[src/rtl/csr_consts.svh]
// Widths, queue depth and CSR addresses shared by the CSR pipe.
// CSR_QUEUE_DEPTH must stay a power of two because the queue pointers wrap freely.
// Only the five machine CSRs listed here exist. Any other address is illegal.

`ifndef CSR_CONSTS_SVH
`define CSR_CONSTS_SVH

// data path width of the integer file and of every CSR.
`define XLEN 64

// number of integer registers and the width of their index.
`define GPR_NUM   32
`define GPR_IDX_W 5

// entries in the in-order issue queue.
`define CSR_QUEUE_DEPTH 4

// CSR address space.
`define CSR_ADDR_W 12
`define CSR_ADDR_MSCRATCH 12'h340
`define CSR_ADDR_MTVEC    12'h305
`define CSR_ADDR_MEPC     12'h341
`define CSR_ADDR_MCAUSE   12'h342
`define CSR_ADDR_MHARTID  12'hF14

`endif

[src/rtl/csr_pkg.sv]
// Types for Zicsr instructions and the CSR address space.
// Opcode encodings follow the funct3 field, so bit 2 marks the immediate forms.

`default_nettype none

`include "csr_consts.svh"

package csr_pkg;

	////////////////////////////////////////////////////////////////////////////
	// instruction opcodes
	////////////////////////////////////////////////////////////////////////////

	// the six Zicsr forms, coded as their funct3 value.
	// the immediate forms carry a 5-bit uimm in place of rs1.
	typedef enum logic [2:0] {
		CSRRW  = 3'b001,
		CSRRS  = 3'b010,
		CSRRC  = 3'b011,
		CSRRWI = 3'b101,
		CSRRSI = 3'b110,
		CSRRCI = 3'b111
	} csr_op_e;

	////////////////////////////////////////////////////////////////////////////
	// execute function
	////////////////////////////////////////////////////////////////////////////

	// the read-modify-write operation once the operand source is resolved.
	typedef enum logic [1:0] {
		CSR_FN_WRITE = 2'd0,
		CSR_FN_SET   = 2'd1,
		CSR_FN_CLEAR = 2'd2
	} csr_fn_e;

	// a 12-bit CSR address as found in the instruction.
	typedef logic [`CSR_ADDR_W-1:0] csr_addr_t;

endpackage

`default_nettype wire

[src/rtl/reg_pkg.sv]
// Types for the integer register file.
// xdata_t is also used for CSR values and program counters.

`default_nettype none

`include "csr_consts.svh"

package reg_pkg;

	// index of one of the integer registers, x0 included.
	typedef logic [`GPR_IDX_W-1:0] reg_idx_t;

	// one register or CSR value.
	typedef logic [`XLEN-1:0] xdata_t;

endpackage

`default_nettype wire

[src/rtl/csr_issue_fifo.sv]
// In-order queue of dispatched CSR instructions.
// Depth comes from CSR_QUEUE_DEPTH and must be a power of two.
// in_ready drops while full or during flush, so a push never overflows or is lost.

`default_nettype none

`include "csr_consts.svh"

module csr_issue_fifo
	import csr_pkg::*;
	import reg_pkg::*;
(
	input  wire logic      CLK,
	input  wire logic      rst,
	input  wire logic      flush,
	input  wire logic      in_valid,
	input  csr_op_e        in_op,
	input  xdata_t         in_pc,
	input  csr_addr_t      in_addr,
	input  reg_idx_t       in_rd,
	input  reg_idx_t       in_rs1,
	output logic           in_ready,
	input  wire logic      pop,
	output logic           empty,
	output csr_op_e        head_op,
	output xdata_t         head_pc,
	output csr_addr_t      head_addr,
	output reg_idx_t       head_rd,
	output reg_idx_t       head_rs1
);

	localparam int DEPTH = `CSR_QUEUE_DEPTH;
	localparam int PTR_W = $clog2(DEPTH);

	// one array per field keeps the head decode simple.
	csr_op_e   op_mem   [DEPTH];
	xdata_t    pc_mem   [DEPTH];
	csr_addr_t addr_mem [DEPTH];
	reg_idx_t  rd_mem   [DEPTH];
	reg_idx_t  rs1_mem  [DEPTH];

	logic [PTR_W-1:0] wr_ptr;
	logic [PTR_W-1:0] rd_ptr;
	logic [PTR_W:0]   count;
	logic             push;

	// a dispatch offered during flush is held off rather than dropped.
	assign in_ready = (count != (PTR_W + 1)'(DEPTH)) && !flush;
	assign push     = in_valid && in_ready;
	assign empty    = (count == '0);

	// the head is always the entry under the read pointer.
	assign head_op   = op_mem[rd_ptr];
	assign head_pc   = pc_mem[rd_ptr];
	assign head_addr = addr_mem[rd_ptr];
	assign head_rd   = rd_mem[rd_ptr];
	assign head_rs1  = rs1_mem[rd_ptr];

	always_ff @(posedge CLK) begin
		if (push) begin
			op_mem[wr_ptr]   <= in_op;
			pc_mem[wr_ptr]   <= in_pc;
			addr_mem[wr_ptr] <= in_addr;
			rd_mem[wr_ptr]   <= in_rd;
			rs1_mem[wr_ptr]  <= in_rs1;
		end
	end

	// flush only moves the pointers; stale entries are simply never read.
	always_ff @(posedge CLK) begin
		if (rst || flush) begin
			wr_ptr <= '0;
			rd_ptr <= '0;
			count  <= '0;
		end else begin
			if (push) begin
				wr_ptr <= wr_ptr + 1'b1;
			end
			if (pop) begin
				rd_ptr <= rd_ptr + 1'b1;
			end
			// push and pop on the same edge leave the count alone.
			case ({push, pop})
				2'b10:   count <= count + 1'b1;
				2'b01:   count <= count - 1'b1;
				default: count <= count;
			endcase
		end
	end

endmodule

`default_nettype wire

[config.mk]
export PLATFORM = sky130hd
export DESIGN_NAME = csr_issue_fifo
export DESIGN_NICKNAME = d
export VERILOG_FILES = /design/src/rtl/csr_pkg.sv /design/src/rtl/reg_pkg.sv /design/src/rtl/csr_issue_fifo.sv
export VERILOG_INCLUDE_DIRS = /design/src /design/src/rtl
export SDC_FILE = /design/constraint.sdc
export NUM_CORES = 1
export LEC_CHECK = 0
export ABC_AREA = 1
export BUFFER_PORTS_ARGS = -buffer_cell sky130_fd_sc_hd__buf_4
export CORE_MARGIN = 5
export CORE_UTILIZATION = 25
export DETAILED_ROUTE_END_ITERATION = 16
export PLACE_DENSITY = 0.4
export SLEW_MARGIN = 20
export SYNTH_ARGS = -nofsm -noshare
export SYNTH_HDL_FRONTEND = slang
export SYNTH_SLANG_ARGS = --single-unit
[constraint.sdc]
create_clock -name CLK -period 5.9 [get_ports CLK]
set_input_delay 0 -clock CLK [delete_from_list [all_inputs] [get_ports CLK]]
set_output_delay 0 -clock CLK [all_outputs]
set_load 0.005 [all_outputs]
; ---- Word level (Yosys, flattened, before mapping)
; Memories as Yosys holds them, arrays and structs flattened. A register that Yosys moved wholly into a read port is not among the register bits.
; Index checks and enable logic that the tools add are counted.
[totals]
reg_bits = 7
latchBits = 0
inputBits = 94
rom_bits = 0
output_inout_bits = 91
mem_bits_rw = 356
n_memories = 5
word_cells = 34
[op_classes]
add_sub_neg = 4
n_bitwise = 0
div_mod_pow = 0
muxes = 13
n_lt_le_gt_ge = 0
reduce_logical = 6
mul = 0
shift = 0
eq_ne = 3
[memory_table]
columns = name, words, width, rd, rd_clocked_by_memory_dff, wr, line
row1 = pc_mem, 4, 64, 1, 1, 1, csr_issue_fifo.sv:37  ; xdata_t pc_mem [DEPTH];
row2 = addr_mem, 4, 12, 1, 1, 1, csr_issue_fifo.sv:38  ; csr_addr_t addr_mem [DEPTH];
row3 = rd_mem, 4, 5, 1, 1, 1, csr_issue_fifo.sv:39  ; reg_idx_t rd_mem [DEPTH];
row4 = rs1_mem, 4, 5, 1, 1, 1, csr_issue_fifo.sv:40  ; reg_idx_t rs1_mem [DEPTH];
row5 = op_mem, 4, 3, 1, 1, 1, csr_issue_fifo.sv:36  ; csr_op_e op_mem [DEPTH];
[op_table]
columns = operator, count
row1 = 2-to-1 mux 2 bit, 10
row2 = case mux 3 bit (2 select lines), 1
row3 = adder 2 x 1 -> 2 bit (second input constant), 2
row4 = adder 3 x 1 -> 3 bit (second input constant), 1
row5 = logical NOT 3 bit, 1
row6 = != test 3 bit (second input constant), 1
row7 = subtractor 3 x 1 -> 3 bit (second input constant), 1
row8 = == test 2 x 1 -> 1 bit (second input constant), 1
row9 = == test 2 bit (second input constant), 1
row10 = logical AND 1 bit, 2
row11 = 2-to-1 mux 1 bit, 2
row12 = nonzero test 2 bit, 1
row13 = logical NOT 1 bit, 1
row14 = logical OR 1 bit, 1

; ---- Longest topological paths before layout
[depth]
word_depth = 5
depth_mapped = 12
ltp_nobuf = 12

; ---- Worst setup path after synthesis
; OpenSTA, ideal clock, no wires.
[synth_path]
path_kind = register to register
from = register count[1]
to = memory addr_mem[0][0] (netlist bit), enable pin
arrival_ns = 4.412
path_stages_with_launch = 5
setup_slack_ns = 0.951
t_required_ns = 5.362
path_buffers = 0
setup_time_ns = 0.538
period_less_slack_ns = 4.949
cell_sequence = dfxtp_1 > nor2_1 > nand2_1 > nand3_1 > nor2_1
[synth_via]
elab_chain_cells = 5
[synth_rtl]
columns = element, line
row1 = "start, declared", csr_issue_fifo.sv:44  ; logic [PTR_W:0] count;
row2 = "start signal, assigned", csr_issue_fifo.sv:84  ; 2'b10: count <= count + 1'b1;
row3 = "start signal, assigned", csr_issue_fifo.sv:85  ; 2'b01: count <= count - 1'b1;
row4 = "start signal, assigned", csr_issue_fifo.sv:86  ; default: count <= count;
row5 = != test 3 bit, csr_issue_fifo.sv:48  ; assign in_ready = (count != (PTR_W + 1)'(DEPTH)) && !flush;
row6 = logical AND 1 bit, csr_issue_fifo.sv:48
row7 = logical AND 1 bit, csr_issue_fifo.sv:49  ; assign push = in_valid && in_ready;
row8 = 2-to-1 mux 1 bit, csr_issue_fifo.sv:60  ; if (push) begin
row9 = 2-to-1 mux 1 bit (not written as such), csr_issue_fifo.sv:63  ; addr_mem[wr_ptr] <= in_addr;
row10 = "end, declared", csr_issue_fifo.sv:38
; Every way passes these cells.

==> qor.csv <==
metric;value;unit
die_x;244;um
syn_to_final_growth;30.8;%
post_cts_buffers;0;
seqCellArea;10900;sq um
route.detailed.drc;0;
start_util;25.3;%
dr.first_iter.drc_count;487;
max_slew_margin;44.4;%
holdPathEnd;pc_mem[1][14]$_DFFE_PP_;
layout.cells.non_filler;1932;
io_pins;185;
place_inst;1762;
ant_nets;0;
viasPerCell;4.35;
grt_pass1_vias;8467;
drt_wl_total;35800;um
cts_sinks;365;
synthCells;929;
setup_violations;0;
r2r_end;rs1_mem[0][3]$_DFFE_PP_;
end_kind;output port;
vias;8397;
port_buffers;184;
worst_slew_pin_slew;0.834;ns
dieArea;59400;sq um
rows;85;
hold_buffers;96;
r2r-start;count[1]$_SDFFE_PP0P_;
hold_path.class;in -> reg;
cts_max_level;2;
grt_use_total;11.8;%
multi_input_area;2380;sq um
cts_root_buf;clkbuf_16;
period_share;54.7;%
setup.worst_path.start_class;flip-flop;
final.setup.tns;0;ns
slew_viol_final;0;
rrSetupSlack;3.25;ns
skew;0.0120;ns
cts_made_buffers;41;
fillCellCount;5247;
grt_max_degree;108;
nets;1305;
use_met1;16.5;%
ys_seq_area_share;79.6;%
coreArea;53900;sq um
power_leakage;6.14;nW
hpwlAfterDp;20200;um
peakVddDrop;0.000153;V
fin_util;33.1;%
drive_gt1_share;20.6;%
hold_depth;2;
synth-seq-cells;365;
final_common_cell;edfxtp_1;
critPathKind;reg -> out;
r2r.worst_path.cells;5;
antenna_found_initial;3;
worstHoldStart;in_pc[14];
globalRoute.busiestLayer;met2;
wl_per_cell;18.5;um
arrival;3.23;ns
grt_pass1_wl;54000;um
status;completed;
hold_ws;0.199;ns
syn_nets;1029;
cts-resized-gates;0;
p_total;5.61;mW
worstPathMaxFanout;47;
cts_tree;built;
grt.met3_usage;2.51;%
cp.required;5.90;ns
met2_usage;18.4;%
insertion_delay;0.54;ns
maxCapViolations;0;
ys_types;22;
chipHeight;244;um
rsz0062_at_grt;no;
synth.cell_area;13700;sq um
grt_overflow_total;0;
hold_viol;0;
fin_crit;3.23;ns
drt_first_pass_iters;4;
max_freq;310;MHz
yosys_warnings;0;
place_congestion;0.696;
avgSynthCellArea;14.7;sq um
power_density;314;nW/um^2
final_cell_mix;356 x edfxtp_1, 193 x buf_4, 188 x nor2_1;
cts.path.max_buffers;3;
clk_pin_slew;0.06;ns
==> flip-flops by register name, summed over array words and instances (netlist names), named ones only <==
name      count
rd_ptr        2
rs1_mem      20
addr_mem     48
count         3
op_mem       12
rd_mem       20
wr_ptr        2
pc_mem      256
==> critical path, cell delays in order (launching register included) <==
cell and delay, ns:
dfxtp_4 0.73, clkinv_2 0.76, buf_4 0.55, o21ai_0 0.17, o22ai_1 0.18, buf_4 0.18
==> per-stage QoR <==
step | cell area (sq um) | setup slack [ns]
2_1_floorplan | 13700 | 0.951
3_3_place_gp | 15700 | 3.22
3_5_place_dp | 15700 | 3.16
4_1_cts | 17900 | 2.58
5_1_grt | 17900 | 2.42
6_report | 17900 | 2.67
==> cell families after synthesis <==
kind of cell | count (synthesis) | synth area share [%]
AO/OA/AOI/OAI | 273 | 10.8
adder cells (fa/ha/maj) | 6 | 0.605
buffers and inverters | 77 | 3.17
flip-flops | 365 | 79.6
AND/OR/NAND/NOR | 208 | 5.80
==> how the worst max path moves through the flow <==
| stage | end | slack, ns |
|---|---|---|
| 4_1_cts | head_pc[6] | 2.58 |
| 5_1_grt | head_pc[6] | 2.42 |
| 6_report | head_pc[6] | 2.67 |
| 3_5_place_dp | pc_mem[0][49]$_DFFE_PP_ | 3.16 |
| 2_1_floorplan | addr_mem[0][0]$_DFFE_PP_ | 0.95 |
| 3_3_place_gp | head_pc[31] | 3.22 |
==> area by class of cell <==
class | instances | area share, %
flip-flops and latches | 365 | 60.9
well taps | 696 | 4.87
repair buffers | 291 | 13.7
diodes | 1 | 0.0140
clock buffers | 58 | 6.34
clock inverters | 15 | 0.406
inverters | 19 | 0.434
multi-input cells | 487 | 13.3
==> cell usage after synthesis, drive strengths merged <==
library cell  count  area share (%)
o22ai            89             4.1
nand2            10            0.27
edfxtp          356              78
fa                1            0.15
clkbuf           34            0.93
nand4             2           0.092
nand3             2           0.073
ha                5            0.46
nor2            192             5.3
nor4              1           0.046
buf              24             1.7
dfxtp             9             1.3
nor3              1           0.037
o21ai           181             6.6
a21oi             3            0.11
inv              19            0.56
==> power by group <==
| group | switching, mW | internal, mW |
|---|---|---|
| combinational | 0.206 | 0.185 |
| sequential | 0.0161 | 2.90 |
| clock | 0.970 | 1.33 |
==> per-layer routing <==
layer  vias up  wire (um)
met5         -         21
met4         4        769
met3        55       1570
met2       164      16300
met1      4126      17100
li1       4048          -
Note: power is estimated with default switching activity, not from simulation.
