### src/rtl/csr_consts.svh
// Widths, queue depth and CSR addresses shared by the CSR pipe.
// CSR_QUEUE_DEPTH must stay a power of two because the queue pointers wrap freely.
// Only the five machine CSRs listed here exist. Any other address is illegal.

`ifndef CSR_CONSTS_SVH
`define CSR_CONSTS_SVH

// data path width of the integer file and of every CSR.
`define XLEN 64

// number of integer registers and the width of their index.
`define GPR_NUM   32
`define GPR_IDX_W 5

// entries in the in-order issue queue.
`define CSR_QUEUE_DEPTH 4

// CSR address space.
`define CSR_ADDR_W 12
`define CSR_ADDR_MSCRATCH 12'h340
`define CSR_ADDR_MTVEC    12'h305
`define CSR_ADDR_MEPC     12'h341
`define CSR_ADDR_MCAUSE   12'h342
`define CSR_ADDR_MHARTID  12'hF14

`endif

### src/rtl/csr_pkg.sv
// Types for Zicsr instructions and the CSR address space.
// Opcode encodings follow the funct3 field, so bit 2 marks the immediate forms.

`default_nettype none

`include "csr_consts.svh"

package csr_pkg;

	////////////////////////////////////////////////////////////////////////////
	// instruction opcodes
	////////////////////////////////////////////////////////////////////////////

	// the six Zicsr forms, coded as their funct3 value.
	// the immediate forms carry a 5-bit uimm in place of rs1.
	typedef enum logic [2:0] {
		CSRRW  = 3'b001,
		CSRRS  = 3'b010,
		CSRRC  = 3'b011,
		CSRRWI = 3'b101,
		CSRRSI = 3'b110,
		CSRRCI = 3'b111
	} csr_op_e;

	////////////////////////////////////////////////////////////////////////////
	// execute function
	////////////////////////////////////////////////////////////////////////////

	// the read-modify-write operation once the operand source is resolved.
	typedef enum logic [1:0] {
		CSR_FN_WRITE = 2'd0,
		CSR_FN_SET   = 2'd1,
		CSR_FN_CLEAR = 2'd2
	} csr_fn_e;

	// a 12-bit CSR address as found in the instruction.
	typedef logic [`CSR_ADDR_W-1:0] csr_addr_t;

endpackage

`default_nettype wire

### src/rtl/reg_pkg.sv
// Types for the integer register file.
// xdata_t is also used for CSR values and program counters.

`default_nettype none

`include "csr_consts.svh"

package reg_pkg;

	// index of one of the integer registers, x0 included.
	typedef logic [`GPR_IDX_W-1:0] reg_idx_t;

	// one register or CSR value.
	typedef logic [`XLEN-1:0] xdata_t;

endpackage

`default_nettype wire

### src/rtl/csr_issue.sv
// Issue stage of the CSR pipe.
// The head issues only when it is the oldest uncommitted instruction, its rs1
// is not pending and no flush is active. Execute never stalls, so a fire always
// hands the instruction on.

`default_nettype none

module csr_issue
	import csr_pkg::*;
	import reg_pkg::*;
(
	input  wire logic CLK,
	input  wire logic rst,
	input  wire logic flush,
	input  wire logic empty,
	input  csr_op_e   head_op,
	input  xdata_t    head_pc,
	input  csr_addr_t head_addr,
	input  reg_idx_t  head_rd,
	input  reg_idx_t  head_rs1,
	output logic      pop,
	input  xdata_t    commit_pc,
	output reg_idx_t  rs_idx,
	input  xdata_t    rs_data,
	input  wire logic rs_pending,
	output logic      set_valid,
	output reg_idx_t  set_idx,
	output logic      exe_valid,
	output csr_fn_e   exe_fn,
	output xdata_t    exe_operand,
	output csr_addr_t exe_addr,
	output reg_idx_t  exe_rd,
	output xdata_t    exe_pc,
	output logic      exe_nowrite
);

	logic    is_imm;
	csr_fn_e fn;
	xdata_t  operand;
	logic    rs1_ready;
	logic    in_order;
	logic    fire;

	////////////////////////////////////////////////////////////////////////////
	// decode
	////////////////////////////////////////////////////////////////////////////

	// the register and immediate forms share one function each.
	always_comb begin
		is_imm = 1'b0;
		fn     = CSR_FN_WRITE;
		case (head_op)
			CSRRW:  fn = CSR_FN_WRITE;
			CSRRS:  fn = CSR_FN_SET;
			CSRRC:  fn = CSR_FN_CLEAR;
			CSRRWI: begin
				is_imm = 1'b1;
				fn     = CSR_FN_WRITE;
			end
			CSRRSI: begin
				is_imm = 1'b1;
				fn     = CSR_FN_SET;
			end
			CSRRCI: begin
				is_imm = 1'b1;
				fn     = CSR_FN_CLEAR;
			end
			default: fn = CSR_FN_WRITE;
		endcase
	end

	// the rs1 field doubles as the uimm for the immediate forms.
	assign rs_idx  = head_rs1;
	assign operand = is_imm ? xdata_t'(head_rs1) : rs_data;

	////////////////////////////////////////////////////////////////////////////
	// issue condition
	////////////////////////////////////////////////////////////////////////////

	// an immediate or x0 source has nothing to wait for.
	assign rs1_ready = is_imm || (head_rs1 == '0) || !rs_pending;

	// CSRs are not renamed, so every older instruction must have committed.
	assign in_order = (commit_pc == head_pc);

	assign fire = !empty && rs1_ready && in_order && !flush;

	// the queue drops the head on the same edge that the rd goes pending.
	assign pop       = fire;
	assign set_valid = fire;
	assign set_idx   = head_rd;

	// execute valid lasts one cycle per fire; flush is already folded into fire.
	always_ff @(posedge CLK) begin
		if (rst) begin
			exe_valid <= 1'b0;
		end else begin
			exe_valid <= fire;
		end
	end

	// execute parameters are only meaningful while exe_valid is high.
	always_ff @(posedge CLK) begin
		if (fire) begin
			exe_fn      <= fn;
			exe_operand <= operand;
			exe_addr    <= head_addr;
			exe_rd      <= head_rd;
			exe_pc      <= head_pc;
			// set or clear by a zero field only reads the CSR.
			exe_nowrite <= (fn != CSR_FN_WRITE) && (head_rs1 == '0);
		end
	end

endmodule

`default_nettype wire

### config.mk
export PLATFORM = sky130hd
export DESIGN_NAME = csr_issue
export DESIGN_NICKNAME = d
export VERILOG_FILES = /design/src/rtl/csr_pkg.sv /design/src/rtl/reg_pkg.sv /design/src/rtl/csr_issue.sv
export VERILOG_INCLUDE_DIRS = /design/src /design/src/rtl
export SDC_FILE = /design/constraint.sdc
export NUM_CORES = 1
export LEC_CHECK = 0
export BUFFER_PORTS_ARGS = -buffer_cell sky130_fd_sc_hd__buf_2
export CAP_MARGIN = 0
export CORE_AREA = 2 2 148 150
export DETAILED_ROUTE_END_ITERATION = 10
export DIE_AREA = 0 0 150 152
export GPL_TIMING_DRIVEN = 0
export PLACE_DENSITY = 0.68
export SLEW_MARGIN = 40
export SYNTH_ARGS = -nofsm -noshare
export SYNTH_HDL_FRONTEND = slang
export SYNTH_SLANG_ARGS = --single-unit
### constraint.sdc
create_clock -name CLK -period 22.6 [get_ports CLK]
set_clock_uncertainty 0.1 [all_clocks]
set_input_delay 3.39 -clock CLK [delete_from_list [all_inputs] [get_ports CLK]]
set_output_delay 3.39 -clock CLK [all_outputs]
set_load 0.02 [all_outputs]
**Word level (Yosys, flattened, before mapping)**

Cells that the tools add are included.

- Register bits: 149
- Bits of input ports: 222
- Output and inout port bits: 161

- Equality and inequality tests: 6
- Mux-type cells: 3
- Reductions and logical operators: 14

Operators with widths:

| kind | count |
|---|---|
| $eq 64x64->1 | 1 |
| $eq 3x3->1 const B | 3 |
| $eq 3x2->1 const B | 2 |
| $logic_not 5->1 | 1 |
| $mux 5 | 1 |
| $logic_and 1x1->1 | 4 |
| $pmux 2 s2 | 1 |
| $reduce_or 2->1 | 2 |
| $logic_not 1->1 | 3 |
| $reduce_or 3->1 | 1 |
| $logic_or 1x1->1 | 2 |
| $reduce_bool 2->1 | 1 |
| $mux 1 | 1 |

**Logic depth before layout (Yosys ltp)**

Gate-level depths: netlist (run 1).

- Word-level depth: 8
- Mapped depth: 6

**Worst setup path after synthesis (run 1)**

No wires, ideal clock.

- Path kind: input-to-output
- Start: input port head_rs1[2]
- End: output port set_valid
- Data arrival time: 16.311 ns
- Required time: 19.110 ns
- Slack: 2.799 ns
- Stages on the path: 6
- Cell sequence: or4_4 o211ai_2 nand4_1 or4_4 nor3_1 buf_4

- Cells in the longest elaborated chain, start to end: 6

RTL lines:

| what | line | text |
|---|---|---|
| start, declared | csr_issue.sv:20 | `input reg_idx_t head_rs1,` |
| $logic_not 5->1 | csr_issue.sv:81 | `assign rs1_ready = is_imm \|\| (head_rs1 == '0) \|\| !rs_pending;` |
| $logic_or 1x1->1 (2 in a row) | csr_issue.sv:81 |  |
| $logic_and 1x1->1 (3 in a row) | csr_issue.sv:86 | `assign fire = !empty && rs1_ready && in_order && !flush;` |
| end, declared | csr_issue.sv:26 | `output logic set_valid,` |

Every way passes these cells.

**Final worst setup path (run 1)**

- Start: input port head_rs1[1]
- End: output port set_valid

Same word-level chain as after synthesis.

==> impl_metrics.tcl, run 1 <==
set metrics [dict create \
    status "complete, no violations" \
    sequentialPowerShare_pct 49.6 \
    critPathLaunchType "input port" \
    synth.distinct_cells 28 \
    synth_warnings 0 \
    max_cap_violations 0 \
    fin_util_pct 41.2 \
    crit_path_max_incr_delay_ns 0.60 \
    clk_pin_slew_ns 0.07 \
    grt_max_degree 17 \
    clock-sinks 149 \
    p_leak_uw 0.00367 \
    slew_viol_final 0 \
    switching_share_pct 22.9 \
    drcViolationCount 0 \
    grt_pass1_vias 4408 \
    cts_max_level 4 \
    crit_path_end_kind "output pin" \
    critical_path_class "input port to output pin" \
    maxSlewHeadroom_pct 57.2 \
    fillers 2055 \
    ys_async_sr_fraction_pct 0 \
    die_y_um 152 \
    multi_input_area_um2 1220 \
    rsz0062_at_grt "false" \
    fmax_mhz 96.8 \
    drt_iter0_drc 162 \
    synthFlopType "edfxtp_1" \
    period_needed_ns 10.33 \
    root_buffer "clkbuf_16" \
    core_um2 21400 \
    combPwrFrac_pct 7.6 \
    antenna_found_initial 1 \
    cp.required_ns 19.11 \
    setup_violations 0 \
    rows 54 \
    wl_per_cell_um 15.7 \
    drt_first_pass_iters 4 \
    synth_seq_cells 149 \
    vias 4318 \
    pwr-share-clk_pct 42.8 \
    routed_wl_um 16700 \
    critPathSlowestCell "or4_4" \
    worst_slew_pin_slew_ns 0.642 \
    grt_pass1_wl_um 24100 \
    synthTopCellsByArea "edfxtp_1, and2_1, xor2_1" \
    cts_max_path_buffers 2 \
    cts_buffers 17 \
    p_per_area_nw_per_um2 69.7 \
    gr-total-overflow 0 \
    syn_avg_cell_area_um2 17.0 \
    cts_hold_buf 0 \
    antenna_left 0 \
    place_hpwl_um 13900 \
    setup_tns_ns 0 \
    peakVddDrop_mv 0.0455 \
    io_pins 383 \
    stdcell_count 1059 \
    path_max_fanout 9 \
    die_x_um 150 \
    worstHoldPathType "input port to flip-flop" \
    die_area_um2 22800 \
    p_sw_uw 140 \
    layout.nets 987 \
    crit_path_cell_trace "buf_2 > or4_4 > o211ai_2 > nand4_1 > or4_4 > nor3_2 > buf_4 > buf_2 > buf_4 > buf_2 > buf_4 > buf_2" \
    crit_path_frequent_cell "buf_2" \
    cts_setup_buffers 0 \
    synth_largest_area_cell "edfxtp_1" \
    period_share_pct 45.7 \
    dp.cells 1026 \
    intPower_uw 472 \
    synth-edff-count 148 \
    synth.top_cell.area_share_pct 76.3 \
    cts_tree "done" \
    grt_use_total_pct 14.2 \
    final-seq-area_um2 4460 \
    ys_seq_area_share_pct 76.6 \
    critPathArrivalTime_ns 6.84 \
    ys_top_cells_by_count "edfxtp_1, and2_1, xor2_1, xnor2_1, buf_4" \
    yosysMostFrequentCell "edfxtp_1" \
    place_congestion 0.808 \
    port_buffers 382 \
    initial_core_util_pct 27.3 \
    synthCells 342 \
    hold_slack_ns 3.04 \
    drive_gt1_share_pct 58.2 \
    hold_viol_final 0 \
    cts_resized 0 \
    area_delta_synth_final_pct 50.9 \
    synth_area_um2 5830 \
    via_per_inst 4.08 \
    syn_nets 564 \
]
-- power by group through the flow --
stage	registers, uW	logic, uW	clock network (uW)
final	304	46.4	262
after global placement	310	45.6	0
after CTS	304	47.1	272
after global routing	304	51.2	283
after detailed placement	310	46.8	0
after floorplan	310	18.4	0
-- final timing paths --
path / cells past startpoint / slack, ns / end / from
setup / recovery: 12 / 12.27 / set_valid / head_rs1[1]
hold / removal: 1 / 3.04 / exe_addr[4]$_DFFE_PP_ / head_addr[4]
-- cell usage in the layout, fill, tap and decap left out, drive strengths merged, types with 7 or more instances in the layout --
cell | synthesis | routed
and2 | 60 | 60
buf | 11 | 415
clkbuf | 7 | 24
clkinv | 1 | 7
edfxtp | 148 | 148
inv | 10 | 16
nor2b | 9 | 9
nor4 | 10 | 10
xnor2 | 15 | 15
xor2 | 35 | 35
-- metrics by stage --
step,power (uW),setup WS (ns),area [um2]
4_1_cts,623,12.21,8790
3_3_place_gp,356,-1.85,8090
3_5_place_dp,357,12.23,8240
6_report,613,12.27,8790
2_1_floorplan,328,2.80,5830
5_1_grt,638,12.06,8790
-- sequential cells by signal, summed over array words and instances, names as in the netlist --
name,cells
exe_fn,2
exe_addr,12
exe_valid,1
exe_nowrite,1
exe_operand,64
exe_rd,5
exe_pc,64
-- cell type report --
class / count / area share, %
Clock inverter: 15 / 1.38
Tap cell: 280 / 3.98
Clock buffer: 17 / 4.84
Sequential cell: 149 / 50.8
Buffer: 18 / 1.24
Multi-Input combinational cell: 164 / 13.9
Antenna cell: 1 / 0.0285
Inverter: 11 / 0.470
Timing Repair Buffer: 404 / 23.4
-- worst max-delay path, delay by kind of cell --
kind / cells / cell delay, ns
and+or+nand+nor: 4 / 1.88
buffers and inverters: 7 / 1.37
AOI/OAI and AO/OA: 1 / 0.20
-- cell families (layout without fill, tap and decap cells) --
group | after synthesis | count (layout) | synth area share (%)
multiplexers | 5 | 5 | 0.966
XOR/XNOR | 50 | 50 | 7.51
flip-flops | 149 | 149 | 76.6
AO/OA/AOI/OAI | 13 | 13 | 1.87
other | 0 | 1 | 0
AND/OR/NAND/NOR | 96 | 96 | 10.5
buffers and inverters | 29 | 465 | 2.58
-- layer usage --
layer | vias to the layer above | share of wire, % | track usage [%] | routed length [um]
li1 | 2095 | - | - | -
met1 | 1980 | 37 | 15.2 | 6170
met2 | 227 | 52 | 25.8 | 8710
met3 | 16 | 9.0 | 4.53 | 1500
met4 | 0 | 1.7 | 5.44 | 291
met5 | - | 0 | 0 | 0
(Power assumes the default switching activity.)
==> run 2, diff against run 1 <==
==> constraint.sdc (replaced) <==
create_clock -name CLK -period 9.84 [get_ports CLK]
set_clock_uncertainty 0.1 [all_clocks]
set_input_delay 1.476 -clock CLK [delete_from_list [all_inputs] [get_ports CLK]]
set_output_delay 1.476 -clock CLK [all_outputs]
set_load 0.02 [all_outputs]
==> run 2 against run 1 <==
Flip-flop and latch count unchanged. Worst hold slack got worse by 1.9 ns. Global-route usage is 0.081 points lower. Core utilization up 0.25 points. Die area stayed put. Worst setup slack lost 8.5 ns. Cell area rose by 0.61%. Critical path type unchanged. Largest cell class unchanged.
==> impl_metrics.tcl, run 2 (same netlist as run 1, synthesis figures left out) <==
set metrics [dict create \
    period_needed_ns 6.10 \
    antenna_left 0 \
    grt_pass1_wl_um 23500 \
    crit_path_max_incr_delay_ns 0.61 \
    period_share_pct 62.0 \
    layout_common_cells "buf_2, edfxtp_1, and2_1" \
    gr-total-overflow 0 \
    cts_max_path_buffers 2 \
    p_per_area_nw_per_um2 164 \
    pwr-share-clk_pct 44.6 \
    drive_gt1_share_pct 57.8 \
    layout_commonest_cell "buf_2" \
    stdcell_count 1051 \
    die_y_um 152 \
    drt_first_pass_iters 4 \
    hold_viol_final 0 \
    cts_resized 0 \
    worst_slew_pin_slew_ns 0.689 \
    core_um2 21400 \
    io_pins 383 \
    path_max_fanout 13 \
    top_regs "exe_operand: 64 flops, exe_pc: 64 flops, exe_addr: 12 flops" \
    status "complete, no violations" \
    place_hpwl_um 13700 \
    port_buffers 382 \
    root_buffer "clkbuf_16" \
    grt_use_total_pct 14.1 \
    crit_path_end_kind "output pin" \
    fmax_mhz 164 \
    cts_setup_buffers 0 \
    clk_pin_slew_ns 0.07 \
    p_leak_uw 0.00366 \
    critPathSlowestCell "or4_4" \
    grt_max_degree 17 \
    initial_core_util_pct 27.3 \
    critPathLaunchType "input port" \
    slew_viol_final 0 \
    routed_wl_um 16700 \
    layout.nets 979 \
    antenna_found_initial 1 \
    place_congestion 0.797 \
    crit_path_cell_trace "buf_2 > or4_4 > o211ai_2 > nand4_1 > or4_4 > nor3_4 > buf_6 > buf_6 > buf_8 > buf_4 > buf_2" \
    cts_buffers 17 \
    rows 54 \
    worstHoldPathType "input port to flip-flop" \
    die_area_um2 22800 \
    path_delay_family "simple AND/OR/NAND/NOR gates" \
    vias 4311 \
    fin_util_pct 41.4 \
    combPwrFrac_pct 7.4 \
    cts_max_level 4 \
    area_delta_synth_final_pct 51.8 \
    cts_tree "done" \
    switching_share_pct 23.1 \
    clock-sinks 149 \
    drt_iter0_drc 160 \
    peakVddDrop_mv 0.102 \
    setup_violations 0 \
    p_sw_uw 336 \
    critPathArrivalTime_ns 4.53 \
    intPower_uw 1120 \
    critical_path_class "input port to output pin" \
    rsz0062_at_grt "false" \
    cts_hold_buf 0 \
    drcViolationCount 0 \
    cp.required_ns 8.26 \
    maxSlewHeadroom_pct 52.8 \
    max_cap_violations 0 \
    power_uw 1450 \
    die_x_um 150 \
    wl_per_cell_um 15.9 \
    via_per_inst 4.10 \
    grt_pass1_vias 4256 \
    setup_tns_ns 0 \
    dp.cells 1018 \
    sequentialPowerShare_pct 48.0 \
    fillers 2031 \
    critPathBufInv 6 \
]
run 2: changes by cell type in the layout (fill, tap and decap cells not counted), sizes merged:
cell	before	now
inv	16	20
clkinv	7	4
buf	415	407
bufinv	0	1
clkinvlp	3	1
run 2: cell type report:
| type | count | area [um2] | share of cell area [%] |
|---|---|---|---|
| sequential | 149 | 4460 | 50.5 |
| timing repair buffer | 396 | 2070 | 23.4 |
| multi-input combinational | 164 | 1220 | 13.8 |
| clock buffer | 17 | 425 | 4.81 |
| tap | 280 | 350 | 3.96 |
| clock inverter | 15 | 160 | 1.81 |
| buffer | 18 | 109 | 1.23 |
| inverter | 11 | 41.3 | 0.467 |
| antenna | 1 | 2.50 | 0.0283 |
run 2: power by group through the flow:
stage / clock network, uW / registers, uW / logic, uW
detailed placement: 0 / 712 / 109
finish: 648 / 698 / 107
global placement: 0 / 712 / 106
CTS: 668 / 698 / 109
global route: 693 / 697 / 118
floorplan: 0 / 712 / 42.5
run 2: worst paths after layout:
check / start / endpoint / slack [ns] / depth (start not counted)
worst min-delay path: head_addr[9] / exe_addr[9]$_DFFE_PP_ / 1.13 / 1
worst max-delay path: head_rs1[2] / set_valid / 3.74 / 11
run 2: metrics by stage:
stage	area, um2	setup slack (ns)	hold slack, ns
6_report	8850	3.74	1.13
5_1_grt	8850	3.57	1.10
4_1_cts	8840	3.62	1.11
3_5_place_dp	8260	3.62	1.55
3_3_place_gp	8100	-0.764	1.55
2_1_floorplan	5840	1.30	1.45
run 2: per-layer routing:
| metal | global-route usage [%] | vias to the layer above | share of wire (%) |
|---|---|---|---|
| met1 | 14.5 | 1981 | 36 |
| met2 | 26.2 | 235 | 53 |
| li1 | - | 2076 | - |
| met4 | 5.80 | 0 | 1.8 |
| met3 | 4.62 | 19 | 8.7 |
| met5 | 0 | - | 0 |
==> run 3, diff against run 2 <==
==> constraint.sdc (replaced) <==
create_clock -name CLK -period 6.2 [get_ports CLK]
set_clock_uncertainty 0.1 [all_clocks]
set_input_delay 0.93 -clock CLK [delete_from_list [all_inputs] [get_ports CLK]]
set_output_delay 0.93 -clock CLK [all_outputs]
set_load 0.02 [all_outputs]
==> run 3 against run 2 <==
Combinational power is 56% higher. Global-route usage shrank 0.070 points. Via count rose by 0.30%. Total power increased by 57%. Sequential share of layout area grew 0.23 points. Largest power group unchanged. Highest routed layer unchanged.
==> impl_metrics.tcl, run 3 (same netlist as run 1, synthesis figures left out) <==
set metrics [dict create \
    status "complete, no violations" \
    hold_viol_final 0 \
    antenna_left 0 \
    stdcell_count 1050 \
    p_per_area_nw_per_um2 259 \
    clock-sinks 149 \
    cp.required_ns 5.17 \
    worst_slew_pin_slew_ns 0.689 \
    place_congestion 0.792 \
    grt_max_degree 17 \
    drt_first_pass_iters 4 \
    initial_core_util_pct 27.3 \
    crit_path_cell_trace "buf_2 > xor2_1 > a2111oi_0 > nand4_1 > or4_4 > nor3_4 > buf_6 > buf_4 > buf_4 > buf_6 > buf_6 > buf_6 > buf_4 > buf_2" \
    critPathSlowestCell "a2111oi_0" \
    fin_util_pct 41.3 \
    rows 54 \
    slew_viol_final 0 \
    max_cap_violations 0 \
    drt_iter0_drc 242 \
    root_buffer "clkbuf_16" \
    port_buffers 382 \
    period_share_pct 93.3 \
    cts_max_path_buffers 2 \
    rsz0062_at_grt "false" \
    critPathLaunchType "input port" \
    setup_tns_ns 0 \
    cts_setup_buffers 0 \
    drcViolationCount 0 \
    p_leak_uw 0.00365 \
    fmax_mhz 173 \
    placed_area_um2 8230 \
    whs_path_depth 1 \
    crit_path_frequent_cell "buf_6" \
    vias 4324 \
    design_area_um2 8810 \
    grt_pass1_wl_um 24000 \
    fillers 2033 \
    area_delta_synth_final_pct 51.1 \
    gr-total-overflow 0 \
    hold_slack_ns 0.589 \
    layout.nets 978 \
    io_pins 383 \
    core_um2 21400 \
    via_per_inst 4.12 \
    die_area_um2 22800 \
    critPathArrivalTime_ns 4.75 \
    layout_commonest_cell "buf_2" \
    wl_per_cell_um 15.8 \
    cts_resized 0 \
    crit_path_end_kind "output pin" \
    min_to "exe_addr[4]$_DFFE_PP_" \
    peakVddDrop_mv 0.161 \
    path_delay_family "buffers and inverters" \
    period_needed_ns 5.78 \
    die_y_um 152 \
    critPathBufInv 9 \
    layout_common_cells "buf_2, edfxtp_1, and2_1" \
    cts_tree "done" \
    antenna_found_initial 2 \
    place_hpwl_um 13600 \
    hp-start "head_addr[4]" \
    worstHoldPathType "input port to flip-flop" \
    cts_max_level 4 \
    setup_violations 0 \
    cts_hold_buf 0 \
    grt_use_total_pct 14.1 \
    cts_buffers 17 \
    critical_path_class "input port to output pin" \
    maxSlewHeadroom_pct 52.9 \
    top_regs "exe_operand: 64 flops, exe_pc: 64 flops, exe_addr: 12 flops" \
    path_max_fanout 14 \
    crit_path_max_incr_delay_ns 0.62 \
    drive_gt1_share_pct 57.5 \
    die_x_um 150 \
    routed_wl_um 16600 \
    grt_pass1_vias 4360 \
    dp.cells 1017 \
    clk_pin_slew_ns 0.07 \
]
## run 3: area by class of cell
cell class              instances  area, um2  area share, %
clock inverters                15        146           1.66
inverters                      11       41.3          0.469
repair buffers                395       2040           23.2
well taps                     280        350           3.98
multi-input cells             164       1220           13.9
diodes                          1       2.50         0.0284
plain buffers                  18        109           1.24
clock buffers                  17        425           4.83
flip-flops and latches        149       4460           50.7
## run 3: stage by stage
stage                     total power (uW)  setup slack, ns
after floorplan                       1200            -1.07
after global placement                1300            -3.10
after detailed placement              1300            0.322
after CTS                             2320            0.329
after global routing                  2370            0.120
final                                 2280            0.418
## run 3: worst max path at each step
stage	startpoint	cells past startpoint	slack [ns]	to
detailed placement	head_pc[46]	14	0.32	pop
global route	head_pc[46]	14	0.12	pop
global placement	head_pc[46]	7	-3.10	pop
floorplan	head_rs1[2]	6	-1.07	set_valid
finish	head_pc[30]	14	0.42	pop
CTS	head_pc[46]	14	0.33	pop
## run 3: power by group
part	total (uW)	internal [uW]	switching, uW
combinational	167	92.8	74.2
clock	1000	563	439
sequential	1110	1110	0
## run 3: routing by layer
metal | vias up | routed length (um) | GRT usage (%)
met5 | - | 0 | 0
met4 | 0 | 231 | 4.99
met3 | 15 | 1590 | 4.77
met2 | 220 | 8320 | 24.0
met1 | 2014 | 6420 | 16.4
li1 | 2075 | - | -
